===== config.mk =====
export PLATFORM = sky130hd
export DESIGN_NAME = skdecode_top
export DESIGN_NICKNAME = d
export VERILOG_FILES = /design/src/hw/skdecode_pkg.sv /design/src/hw/skdecode_regs.sv /design/src/hw/skdecode_s1s2_ctrl.sv /design/src/hw/skdecode_s1s2_unpack.sv /design/src/hw/skdecode_top.sv
export SDC_FILE = /design/constraint.sdc
export NUM_CORES = 1
export LEC_CHECK = 0
export ABC_AREA = 1
export BUFFER_PORTS_ARGS = -buffer_cell sky130_fd_sc_hd__buf_2
export CORE_UTILIZATION = 45
export CTS_CLUSTER_SIZE = 30
export DETAILED_ROUTE_END_ITERATION = 8
export GPL_TIMING_DRIVEN = 1
export PLACE_DENSITY = 0.83
export SYNTH_ARGS = -nofsm -noshare
export SYNTH_HDL_FRONTEND = slang
export SYNTH_SLANG_ARGS = --single-unit

===== constraint.sdc =====
create_clock -name clk -period 4.25 [get_ports clk]
set_input_delay 0.85 -clock clk [delete_from_list [all_inputs] [get_ports clk]]
set_output_delay 0.85 -clock clk [all_outputs]
set_load 0.02 [all_outputs]

===== src/hw/skdecode_pkg.sv =====
/* shared ML-DSA constants, eta field and coefficient widths,
   memory geometry and register map of the s1/s2 key decoder */

`default_nettype none

package skdecode_pkg;

    // ML-DSA prime modulus, all coefficients are reduced into [0, q)
    localparam int MLDSA_Q = 8380417;

    // eta bound of the parameter set handled here
    localparam int MLDSA_ETA = 2;

    // one packed field carries a value in 0..2*eta, so 3 bits are needed
    localparam int ETA_SIZE = 3;

    // width of a single stored coefficient
    localparam int REG_SIZE = 24;

    // a key word holds this many packed fields
    localparam int COEFF_PER_WORD = 8;
    localparam int WORD_W         = ETA_SIZE * COEFF_PER_WORD;

    // one memory write carries a whole key word worth of coefficients
    localparam int MEM_DATA_W = REG_SIZE * COEFF_PER_WORD;

    // 256 coefficients per polynomial, eight per memory word
    localparam int WORDS_PER_POLY = 256 / COEFF_PER_WORD;

    // polynomial count register, a value of 0 runs a single polynomial
    localparam int NPOLY_W = 4;

    // word address into the polynomial memory, also the word index of a run
    localparam int MEM_ADDR_W = 9;

    // software register port
    localparam int REG_ADDR_W = 2;
    localparam int REG_DATA_W = 32;

    // register map
    localparam logic [REG_ADDR_W-1:0] REG_CTRL    = 2'd0;
    localparam logic [REG_ADDR_W-1:0] REG_NPOLY   = 2'd1;
    localparam logic [REG_ADDR_W-1:0] REG_STATUS  = 2'd2;
    localparam logic [REG_ADDR_W-1:0] REG_ERR_IDX = 2'd3;

endpackage

`default_nettype wire


===== src/hw/skdecode_regs.sv =====
/* software register block of the key decoder, control strobes,
   polynomial count, sticky status and latched error index */

`timescale 1ns/1ps
`default_nettype none

module skdecode_regs (
    input  wire logic                                  clk,
    input  wire logic                                  rst_i,
    input  wire logic                                  reg_we_i,
    input  wire logic [skdecode_pkg::REG_ADDR_W-1:0]   reg_addr_i,
    input  wire logic [skdecode_pkg::REG_DATA_W-1:0]   reg_wdata_i,
    output logic      [skdecode_pkg::REG_DATA_W-1:0]   reg_rdata_o,
    output logic                                       start_o,
    output logic      [skdecode_pkg::NPOLY_W-1:0]      npoly_o,
    input  wire logic                                  busy_i,
    input  wire logic                                  done_i,
    input  wire logic                                  err_i,
    input  wire logic [skdecode_pkg::MEM_ADDR_W-1:0]   err_idx_i
);

    logic                                  ctrl_wr;
    logic                                  npoly_wr;
    logic                                  start_q;
    logic                                  done_q;
    logic                                  err_q;
    logic [skdecode_pkg::NPOLY_W-1:0]      npoly_q;
    logic [skdecode_pkg::MEM_ADDR_W-1:0]   err_idx_q;

    assign ctrl_wr  = reg_we_i && (reg_addr_i == skdecode_pkg::REG_CTRL);
    assign npoly_wr = reg_we_i && (reg_addr_i == skdecode_pkg::REG_NPOLY);

    always_ff @(posedge clk) begin
        if (rst_i) begin
            start_q   <= 1'b0;
            npoly_q   <= skdecode_pkg::NPOLY_W'(1);
            done_q    <= 1'b0;
            err_q     <= 1'b0;
            err_idx_q <= '0;
        end
        else begin
            // CTRL bit 0 fires a single start pulse and is not stored
            // whether the controller takes it is decided over there
            start_q <= ctrl_wr && reg_wdata_i[0];

            if (npoly_wr) begin
                npoly_q <= reg_wdata_i[skdecode_pkg::NPOLY_W-1:0];
            end

            // sticky done, a new pulse wins over a clear in the same cycle
            if (done_i) begin
                done_q <= 1'b1;
            end
            else if (ctrl_wr && reg_wdata_i[1]) begin
                done_q <= 1'b0;
            end

            // sticky error, same priority as done
            if (err_i) begin
                err_q <= 1'b1;
            end
            else if (ctrl_wr && reg_wdata_i[1]) begin
                err_q <= 1'b0;
            end

            // keeps the most recent failing word until the next error
            if (err_i) begin
                err_idx_q <= err_idx_i;
            end
        end
    end

    assign start_o = start_q;
    assign npoly_o = npoly_q;

    // read path, CTRL holds only write strobes so it reads back as zero
    always_comb begin
        case (reg_addr_i)
            skdecode_pkg::REG_CTRL:    reg_rdata_o = '0;
            skdecode_pkg::REG_NPOLY:   reg_rdata_o = skdecode_pkg::REG_DATA_W'(npoly_q);
            // status layout is {error, done, busy}
            skdecode_pkg::REG_STATUS:  reg_rdata_o =
                skdecode_pkg::REG_DATA_W'({err_q, done_q, busy_i});
            skdecode_pkg::REG_ERR_IDX: reg_rdata_o = skdecode_pkg::REG_DATA_W'(err_idx_q);
            default:                   reg_rdata_o = '0;
        endcase
    end

endmodule

`default_nettype wire


===== src/hw/skdecode_s1s2_ctrl.sv =====
/* s1/s2 decode run controller, eight unpack lanes, word counter
   and the registered memory write stage with error abort */

`timescale 1ns/1ps
`default_nettype none

module skdecode_s1s2_ctrl (
    input  wire logic                                    clk,
    input  wire logic                                    rst_i,
    input  wire logic                                    start_i,
    input  wire logic [skdecode_pkg::NPOLY_W-1:0]        npoly_i,
    input  wire logic [skdecode_pkg::WORD_W-1:0]         word_i,
    input  wire logic                                    word_valid_i,
    output logic                                         mem_we_o,
    output logic      [skdecode_pkg::MEM_ADDR_W-1:0]     mem_addr_o,
    output logic      [skdecode_pkg::MEM_DATA_W-1:0]     mem_wdata_o,
    output logic                                         busy_o,
    output logic                                         done_o,
    output logic                                         err_o,
    output logic      [skdecode_pkg::MEM_ADDR_W-1:0]     err_idx_o
);

    logic                                      busy_q;
    logic [skdecode_pkg::MEM_ADDR_W-1:0]       word_cnt_q;
    logic [skdecode_pkg::MEM_ADDR_W-1:0]       last_idx;
    logic [skdecode_pkg::NPOLY_W-1:0]          npoly_eff;
    logic                                      lane_en;
    logic [skdecode_pkg::COEFF_PER_WORD-1:0]   lane_valid;
    logic [skdecode_pkg::COEFF_PER_WORD-1:0]   lane_err;
    logic [skdecode_pkg::MEM_DATA_W-1:0]       lane_data;
    logic                                      word_take;
    logic                                      word_bad;

    // a count of zero would mean an empty run, treat it as one polynomial
    assign npoly_eff = (npoly_i == '0) ? skdecode_pkg::NPOLY_W'(1) : npoly_i;

    // index of the final word of the run, at most 15*32-1 so it fits the address
    assign last_idx = skdecode_pkg::MEM_ADDR_W'(npoly_eff)
                    * skdecode_pkg::MEM_ADDR_W'(skdecode_pkg::WORDS_PER_POLY)
                    - skdecode_pkg::MEM_ADDR_W'(1);

    // words only count during a run, strobes while idle are dropped here
    assign lane_en = busy_q & word_valid_i;

    // lane j reads field j of the word and fills coefficient slot j
    for (genvar j = 0; j < skdecode_pkg::COEFF_PER_WORD; j++) begin : g_lane
        skdecode_s1s2_unpack u_unpack (
            .data_i   (word_i[j*skdecode_pkg::ETA_SIZE +: skdecode_pkg::ETA_SIZE]),
            .enable_i (lane_en),
            .data_o   (lane_data[j*skdecode_pkg::REG_SIZE +: skdecode_pkg::REG_SIZE]),
            .valid_o  (lane_valid[j]),
            .error_o  (lane_err[j])
        );
    end

    // all lanes share one enable, so their valids agree
    assign word_take = &lane_valid;

    // a single bad field poisons the whole word
    assign word_bad = |lane_err;

    // run state, write strobe and the done and error pulses
    always_ff @(posedge clk) begin
        if (rst_i) begin
            busy_q     <= 1'b0;
            word_cnt_q <= '0;
            mem_we_o   <= 1'b0;
            done_o     <= 1'b0;
            err_o      <= 1'b0;
        end
        else begin
            // strobes and pulses last one cycle unless set again below
            mem_we_o <= 1'b0;
            done_o   <= 1'b0;
            err_o    <= 1'b0;

            if (!busy_q) begin
                // a start seen while busy falls through to the branch below unused
                if (start_i) begin
                    busy_q     <= 1'b1;
                    word_cnt_q <= '0;
                end
            end
            else if (word_take) begin
                if (word_bad) begin
                    // abort, the bad word and anything after it are never written
                    busy_q <= 1'b0;
                    err_o  <= 1'b1;
                end
                else begin
                    mem_we_o   <= 1'b1;
                    word_cnt_q <= word_cnt_q + 1'b1;

                    // the last word ends the run at the same edge it is taken
                    if (word_cnt_q == last_idx) begin
                        busy_q <= 1'b0;
                        done_o <= 1'b1;
                    end
                end
            end
        end
    end

    // write payload follows the accepted word, qualified by mem_we_o
    always_ff @(posedge clk) begin
        if (word_take) begin
            mem_addr_o  <= word_cnt_q;
            mem_wdata_o <= lane_data;
        end

        // index of the failing word lines up with the err_o pulse
        if (word_take && word_bad) begin
            err_idx_o <= word_cnt_q;
        end
    end

    assign busy_o = busy_q;

endmodule

`default_nettype wire


===== src/hw/skdecode_s1s2_unpack.sv =====
/* combinational unpack of one eta-packed field into a coefficient mod q,
   flags fields outside the 0..2*eta range */

`timescale 1ns/1ps
`default_nettype none

module skdecode_s1s2_unpack (
    input  wire logic [skdecode_pkg::ETA_SIZE-1:0] data_i,
    input  wire logic                              enable_i,
    output logic      [skdecode_pkg::REG_SIZE-1:0] data_o,
    output logic                                   valid_o,
    output logic                                   error_o
);

    // eta minus the field, allowed to wrap in REG_SIZE bits
    logic [skdecode_pkg::REG_SIZE-1:0] eta_minus_data;

    assign eta_minus_data = skdecode_pkg::REG_SIZE'(skdecode_pkg::MLDSA_ETA)
                          - skdecode_pkg::REG_SIZE'(data_i);

    // coefficient is eta - v, a legal field lies in 0..2*eta
    // fields up to eta give a small non-negative result directly
    // fields above eta are negative and get q added, the wrap in
    // eta_minus_data cancels against the truncation of q + (eta - v)
    always_comb begin
        data_o  = '0;
        valid_o = 1'b0;
        error_o = 1'b0;

        if (enable_i) begin
            valid_o = 1'b1;

            if (data_i <= skdecode_pkg::MLDSA_ETA) begin
                // 0, 1, 2 map to 2, 1, 0
                data_o = eta_minus_data;
            end
            else if (data_i <= 2 * skdecode_pkg::MLDSA_ETA) begin
                // 3 and 4 map to q-1 and q-2
                data_o = skdecode_pkg::REG_SIZE'(skdecode_pkg::MLDSA_Q) + eta_minus_data;
            end
            else begin
                // 5, 6 and 7 cannot come from a valid key
                // the coefficient stays zero so nothing meaningful leaks out
                error_o = 1'b1;
            end
        end
    end

endmodule

`default_nettype wire


===== src/hw/skdecode_top.sv =====
/* top level of the s1/s2 key decoder, register block
   beside the run controller it steers */

`timescale 1ns/1ps
`default_nettype none

module skdecode_top (
    input  wire logic                                  clk,
    input  wire logic                                  rst_i,
    input  wire logic                                  reg_we_i,
    input  wire logic [skdecode_pkg::REG_ADDR_W-1:0]   reg_addr_i,
    input  wire logic [skdecode_pkg::REG_DATA_W-1:0]   reg_wdata_i,
    output logic      [skdecode_pkg::REG_DATA_W-1:0]   reg_rdata_o,
    input  wire logic [skdecode_pkg::WORD_W-1:0]       word_i,
    input  wire logic                                  word_valid_i,
    output logic                                       mem_we_o,
    output logic      [skdecode_pkg::MEM_ADDR_W-1:0]   mem_addr_o,
    output logic      [skdecode_pkg::MEM_DATA_W-1:0]   mem_wdata_o
);

    // software side to controller
    logic                                  start_pulse;
    logic [skdecode_pkg::NPOLY_W-1:0]      npoly;

    // controller back to the status registers
    logic                                  busy;
    logic                                  done_pulse;
    logic                                  err_pulse;
    logic [skdecode_pkg::MEM_ADDR_W-1:0]   err_idx;

    skdecode_regs u_regs (
        .clk         (clk),
        .rst_i       (rst_i),
        .reg_we_i    (reg_we_i),
        .reg_addr_i  (reg_addr_i),
        .reg_wdata_i (reg_wdata_i),
        .reg_rdata_o (reg_rdata_o),
        .start_o     (start_pulse),
        .npoly_o     (npoly),
        .busy_i      (busy),
        .done_i      (done_pulse),
        .err_i       (err_pulse),
        .err_idx_i   (err_idx)
    );

    skdecode_s1s2_ctrl u_ctrl (
        .clk          (clk),
        .rst_i        (rst_i),
        .start_i      (start_pulse),
        .npoly_i      (npoly),
        .word_i       (word_i),
        .word_valid_i (word_valid_i),
        .mem_we_o     (mem_we_o),
        .mem_addr_o   (mem_addr_o),
        .mem_wdata_o  (mem_wdata_o),
        .busy_o       (busy),
        .done_o       (done_pulse),
        .err_o        (err_pulse),
        .err_idx_o    (err_idx)
    );

endmodule

`default_nettype wire


# Word-level counts from Yosys, hierarchy flattened
# Cells that the tools add are included.
dict set report word_totals {
  latchBits 0
  reg_bits 239
  ram_bits 0
  input_bits 62
  n_memories 0
  mem_bits_ro 0
}
dict set report classes {
  mul 0
  mux 58
  div 0
  n_bitwise 3
  reduce_logical 14
  order_cmp 16
  n_eq_ne 6
  shifts 0
  n_addsub 18
}
# operator n
set ops {}
lappend ops {{24-bit 2-to-1 mux} 16}
lappend ops {{23-bit by 24-bit adder with 24-bit output (first input constant)} 8}
lappend ops {{32-bit one-hot mux with 4 select lines} 1}
lappend ops {{1-bit 2-to-1 mux} 36}
lappend ops {{9-bit 2-to-1 mux} 4}
lappend ops {{2-bit by 3-bit subtractor with 4-bit output (first input constant)} 8}
lappend ops {{3-bit by 2-bit <= comparator with 1-bit output (second input constant)} 8}
lappend ops {{3-bit <= comparator (second input constant)} 8}
lappend ops {{11-bit OR reduction} 1}
lappend ops {{9-bit by 1-bit adder with 9-bit output (second input constant)} 1}
lappend ops {{9-bit == test} 1}
lappend ops {{9-bit by 1-bit subtractor with 9-bit output (second input constant)} 1}
lappend ops {{8-bit OR reduction} 1}
lappend ops {{2-bit nonzero test} 3}
lappend ops {{1-bit logical AND} 5}
lappend ops {{2-bit == test (second input constant)} 2}
lappend ops {{4-bit logical NOT} 1}
lappend ops {{4-bit 2-to-1 mux} 1}
lappend ops {{2-bit != test (second input constant)} 2}
lappend ops {{3-bit AND reduction} 1}
lappend ops {{3-bit OR reduction} 1}
lappend ops {{2-bit by 1-bit == test with 1-bit output (second input constant)} 1}
lappend ops {{2-bit logical NOT} 1}
lappend ops {{1-bit NOT} 2}
lappend ops {{1-bit AND} 1}

# Longest topological paths before layout
dict set report logic_depth {
  depth_word 8
  mapped_depth 13
  ltp_nobuf 13
}

# Cells and area by module
# From an unflattened synthesis, not the netlist that was laid out.
dict set report hier_totals {
  cells_unflattened 1171
  area_unflattened_um2 11980.2
}
# module n_inst cells_per_inst area_per_inst_um2
set by_module_without_submodules {}
lappend by_module_without_submodules {skdecode_s1s2_ctrl 1 343 7180.6}
lappend by_module_without_submodules {{skdecode_s1s2_unpack (u_ctrl.g_lane[2].u_unpack ...)} 5 93 511.7}
lappend by_module_without_submodules {{skdecode_s1s2_unpack (u_ctrl.g_lane[0].u_unpack ...)} 2 80 457.9}
lappend by_module_without_submodules {skdecode_regs 1 119 850.8}
lappend by_module_without_submodules {{skdecode_s1s2_unpack (u_ctrl.g_lane[7].u_unpack)} 1 84 474.2}

# Worst setup path after synthesis
# Ideal clock, no wire load.
dict set report synth_path {
  path_kind {input to register}
  start {in word_valid_i}
  end {reg u_ctrl.mem_addr_o[0] in the netlist's numbering (enable)}
  slack_ps -102
  path_buffers 1
  stages 3
  t_arrival_ps 3852
  path_cell_list {nand2_4 > inv_4 > clkbuf_1}
}
dict set report synth_between {
  elab_chain_cells 2
}
# element line_no
set synth_rtl {}
lappend synth_rtl {{start: declaration} skdecode_top.sv:15} ;# input wire logic word_valid_i,
lappend synth_rtl {{1-bit AND} skdecode_s1s2_ctrl.sv:43} ;# assign lane_en = busy_q & word_valid_i;
lappend synth_rtl {{via u_ctrl.g_lane[0].u_unpack.enable_i} skdecode_s1s2_unpack.sv:9} ;# input wire logic enable_i,
lappend synth_rtl {{1-bit 2-to-1 mux} skdecode_s1s2_unpack.sv:30} ;# if (enable_i) begin
lappend synth_rtl {{end signal: assignment} skdecode_s1s2_ctrl.sv:107} ;# mem_addr_o <= word_cnt_q;
lappend synth_rtl {{end: declaration} skdecode_s1s2_ctrl.sv:15} ;# output logic [skdecode_pkg::MEM_ADDR_W-1:0] mem_addr_o,
# The timed path passes the listed nets, and every way through them passes these cells.
# A chain may end at the register's enable or synchronous reset.

# Final worst setup path
dict set report layout_path {
  start {in word_valid_i}
  end {reg u_ctrl.mem_wdata_o[81] in the netlist's numbering (data pin)}
}
dict set report layout_between {
  elab_chain_cells 1
}
# element line_no
set layout_rtl {}
lappend layout_rtl {{1-bit AND} skdecode_s1s2_ctrl.sv:43}
lappend layout_rtl {{end signal: assignment} skdecode_s1s2_ctrl.sv:108} ;# mem_wdata_o <= lane_data;
lappend layout_rtl {{end: declaration} skdecode_s1s2_ctrl.sv:16} ;# output logic [skdecode_pkg::MEM_DATA_W-1:0] mem_wdata_o,
# Every way passes these cells.

==> out/metrics.yaml <==
final_util_pct: 52.9
clk_pin_slew_worst_paths_ns: 0.06
io_buffers: 244
die_area_um2: 17500
period_needed_ns: 2.50
yosysUniqueCellTypes: 40
drt_iter0_drc: 269
hold_class: "flip-flop to flip-flop"
setup.worst_path.class: "input port to flip-flop"
setup_ws_ns: 1.75
h-tree-depth: 4
synth_edf_count: 106
first_pass_iters: 5
fmax_mhz: 400
timing.final.crit_share_pct: 58.8
drc: 0
reg2regPathDepth: 5
p_leak_uw: 0.00449
crit_fanout: 54
yosysTopAreaCellShare_pct: 41.7
hold-path-endpoint: "u_regs.err_idx_q[6]"
irDropWorstVdd_mv: 0.260
vias: 5632
cts_tree: "yes"
finalClockSkew_ns: 0.00646
worstSkewPairLatency_ns: 0.42
wl_per_cell_um: 13.2
ys_ff_latch: 135
core_um2: 16600
netlist_area_um2: 7630
ant_nets: 0
dp_cells: 1137
status: "finished, final reports clean"
hold_start: "u_regs.err_idx_q[6]"
place_ws_ns: 1.27
p_per_area_nw_per_um2: 343
r2r_end: "u_ctrl.mem_wdata_o[81]"
area_growth_pct: 15.0
max_cap_viol_count: 0
grt_setup_unrepaired: "false"
synth_flop_cell: "edfxtp_1"
detail_route.wirelength_um: 15400
synthTopCellsByArea: "edfxtp_1 (42%), buf_4 (13%), ha_1 (9.4%)"
synth-seq-area-share_pct: 49.3
final_common_cell: "buf_2"
rows: 47
end_kind: "flip-flop"
grt_pass1_wl_um: 23800
antenna_found_initial: 1
synth_top_cell_by_area: "edfxtp_1"
gr-total-overflow: 0
report.final.slew_viol_count: 0
layout.cells.non_filler: 1170
grt_pass1_vias: 4940
required_ns: 4.52
synthArstFlopShare_pct: 0
postCtsSetupRepairBufs: 0
die_x_um: 132
cts_resized: 0
clock_path_buffers: 2
syn_avg_cell_area_um2: 9.69
cts_root_buffer: "clkbuf_16"
die_height_um: 132
finalPower_uw: 3010
yosysWarnings: 0
r2r_slack_ns: 1.76
fin_setup_tns_ns: 0
via_per_inst: 4.81
grt_max_degree: 55
crit_arrival_ns: 2.76
ctsHoldBuffers: 0
r2r-start: "u_ctrl.busy_o"
start_util_pct: 46.0
layout_common_cells: "buf_2 (244), edfxtp_1 (106), nand2_1 (90)"
layout.nets: 1055
clock-sinks: 135
setup_viol: 0
syn_inst: 787
finalHoldViolations: 0
hold_depth: 2
track_usage_pct: 17.4
layout-drive-gt1-share_pct: 32.3
place.gp.congestion: 0.812
worst_pin_slew_ns: 0.692
ioPinCount: 296
cp-start-kind: "input port"
hpwl_um: 11400
numCtsBuffers: 17
slew_headroom_pct: 53.9
state kept, by name, summed over array words and instances, names as in the netlist:
register / count
u_ctrl.mem_we_o: 1
u_ctrl.word_cnt_q: 9
u_ctrl.err_idx_o: 9
u_ctrl.err_o: 1
u_regs.err_q: 1
u_ctrl.mem_wdata_o: 88
u_ctrl.mem_addr_o: 9
u_ctrl.busy_o: 1
u_ctrl.done_o: 1
u_regs.npoly_o: 4
u_regs.done_q: 1
u_regs.start_o: 1
u_regs.err_idx_q: 9
synthesized netlist by cell type, types with 7 or more instances:
cell type  instances
buf_4            127
o21ai_0           42
inv_1             80
nor2_1            62
o21ai_1           17
a221oi_1           7
nand3_1           48
nand4_1           10
ha_1              57
clkbuf_1           7
edfxtp_1         106
a21oi_1           44
nand2_1           90
dfxtp_1           29
inv_2             14
kinds of logic after synthesis:
group | after synthesis | synth area share (%)
compound gates | 125 | 9.20
xor+xnor | 9 | 1.03
buf+inv | 233 | 17.9
flops | 135 | 49.3
simple gates | 227 | 13.1
fa+ha+maj | 57 | 9.35
other cells | 1 | 0.0492
critical path: stages:
cell	delay (ns)
buf_2	0.10
nand2_4	0.21
inv_4	0.61
buf_4	0.48
nand3_1	0.30
o21ai_1	0.17
final cells by class:
| type | instances | area [µm²] |
|---|---|---|
| fill | 1494 | 7810 |
| sequential | 135 | 3760 |
| multi-input combinational | 441 | 2580 |
| timing repair buffer | 246 | 1250 |
| clock buffer | 17 | 425 |
| inverter | 95 | 359 |
| tap | 220 | 275 |
| clock inverter | 15 | 116 |
| antenna | 1 | 2.50 |
worst max path at each step:
stage | startpoint | cells past startpoint | to | slack [ns]
floorplan | word_valid_i | 3 | u_ctrl.mem_addr_o[0] | 1.46
global placement | word_valid_i | 6 | u_ctrl.mem_wdata_o[85] | 1.30
detailed placement | word_valid_i | 6 | u_ctrl.mem_wdata_o[81] | 1.27
CTS | u_ctrl.busy_o | 5 | u_ctrl.mem_wdata_o[85] | 1.71
global route | u_ctrl.busy_o | 5 | u_ctrl.mem_wdata_o[81] | 1.52
finish | word_valid_i | 6 | u_ctrl.mem_wdata_o[81] | 1.75
stage by stage:
stage                     cell area, µm²  hold slack, ns
final                               8770           0.461
after global routing                8770           0.490
after floorplan                     7710           0.413
after detailed placement            8230           0.448
after CTS                           8770           0.465
after global placement              8230           0.438
per-layer routing:
| metal | up-vias | track usage (%) | part of all wire, % |
|---|---|---|---|
| li1 | 2826 | - | - |
| met1 | 2588 | 20.6 | 42 |
| met2 | 192 | 30.1 | 51 |
| met3 | 26 | 4.34 | 5.2 |
| met5 | - | 0 | 0 |
| met4 | 0 | 7.28 | 1.9 |
power by group:
part	switching, µW	internal [µW]	leakage (µW)
clock network	595	756	0.000263
registers	3.15	1420	0.00141
logic	166	72.6	0.00282
Note: power is estimated with default switching activity, not from simulation.
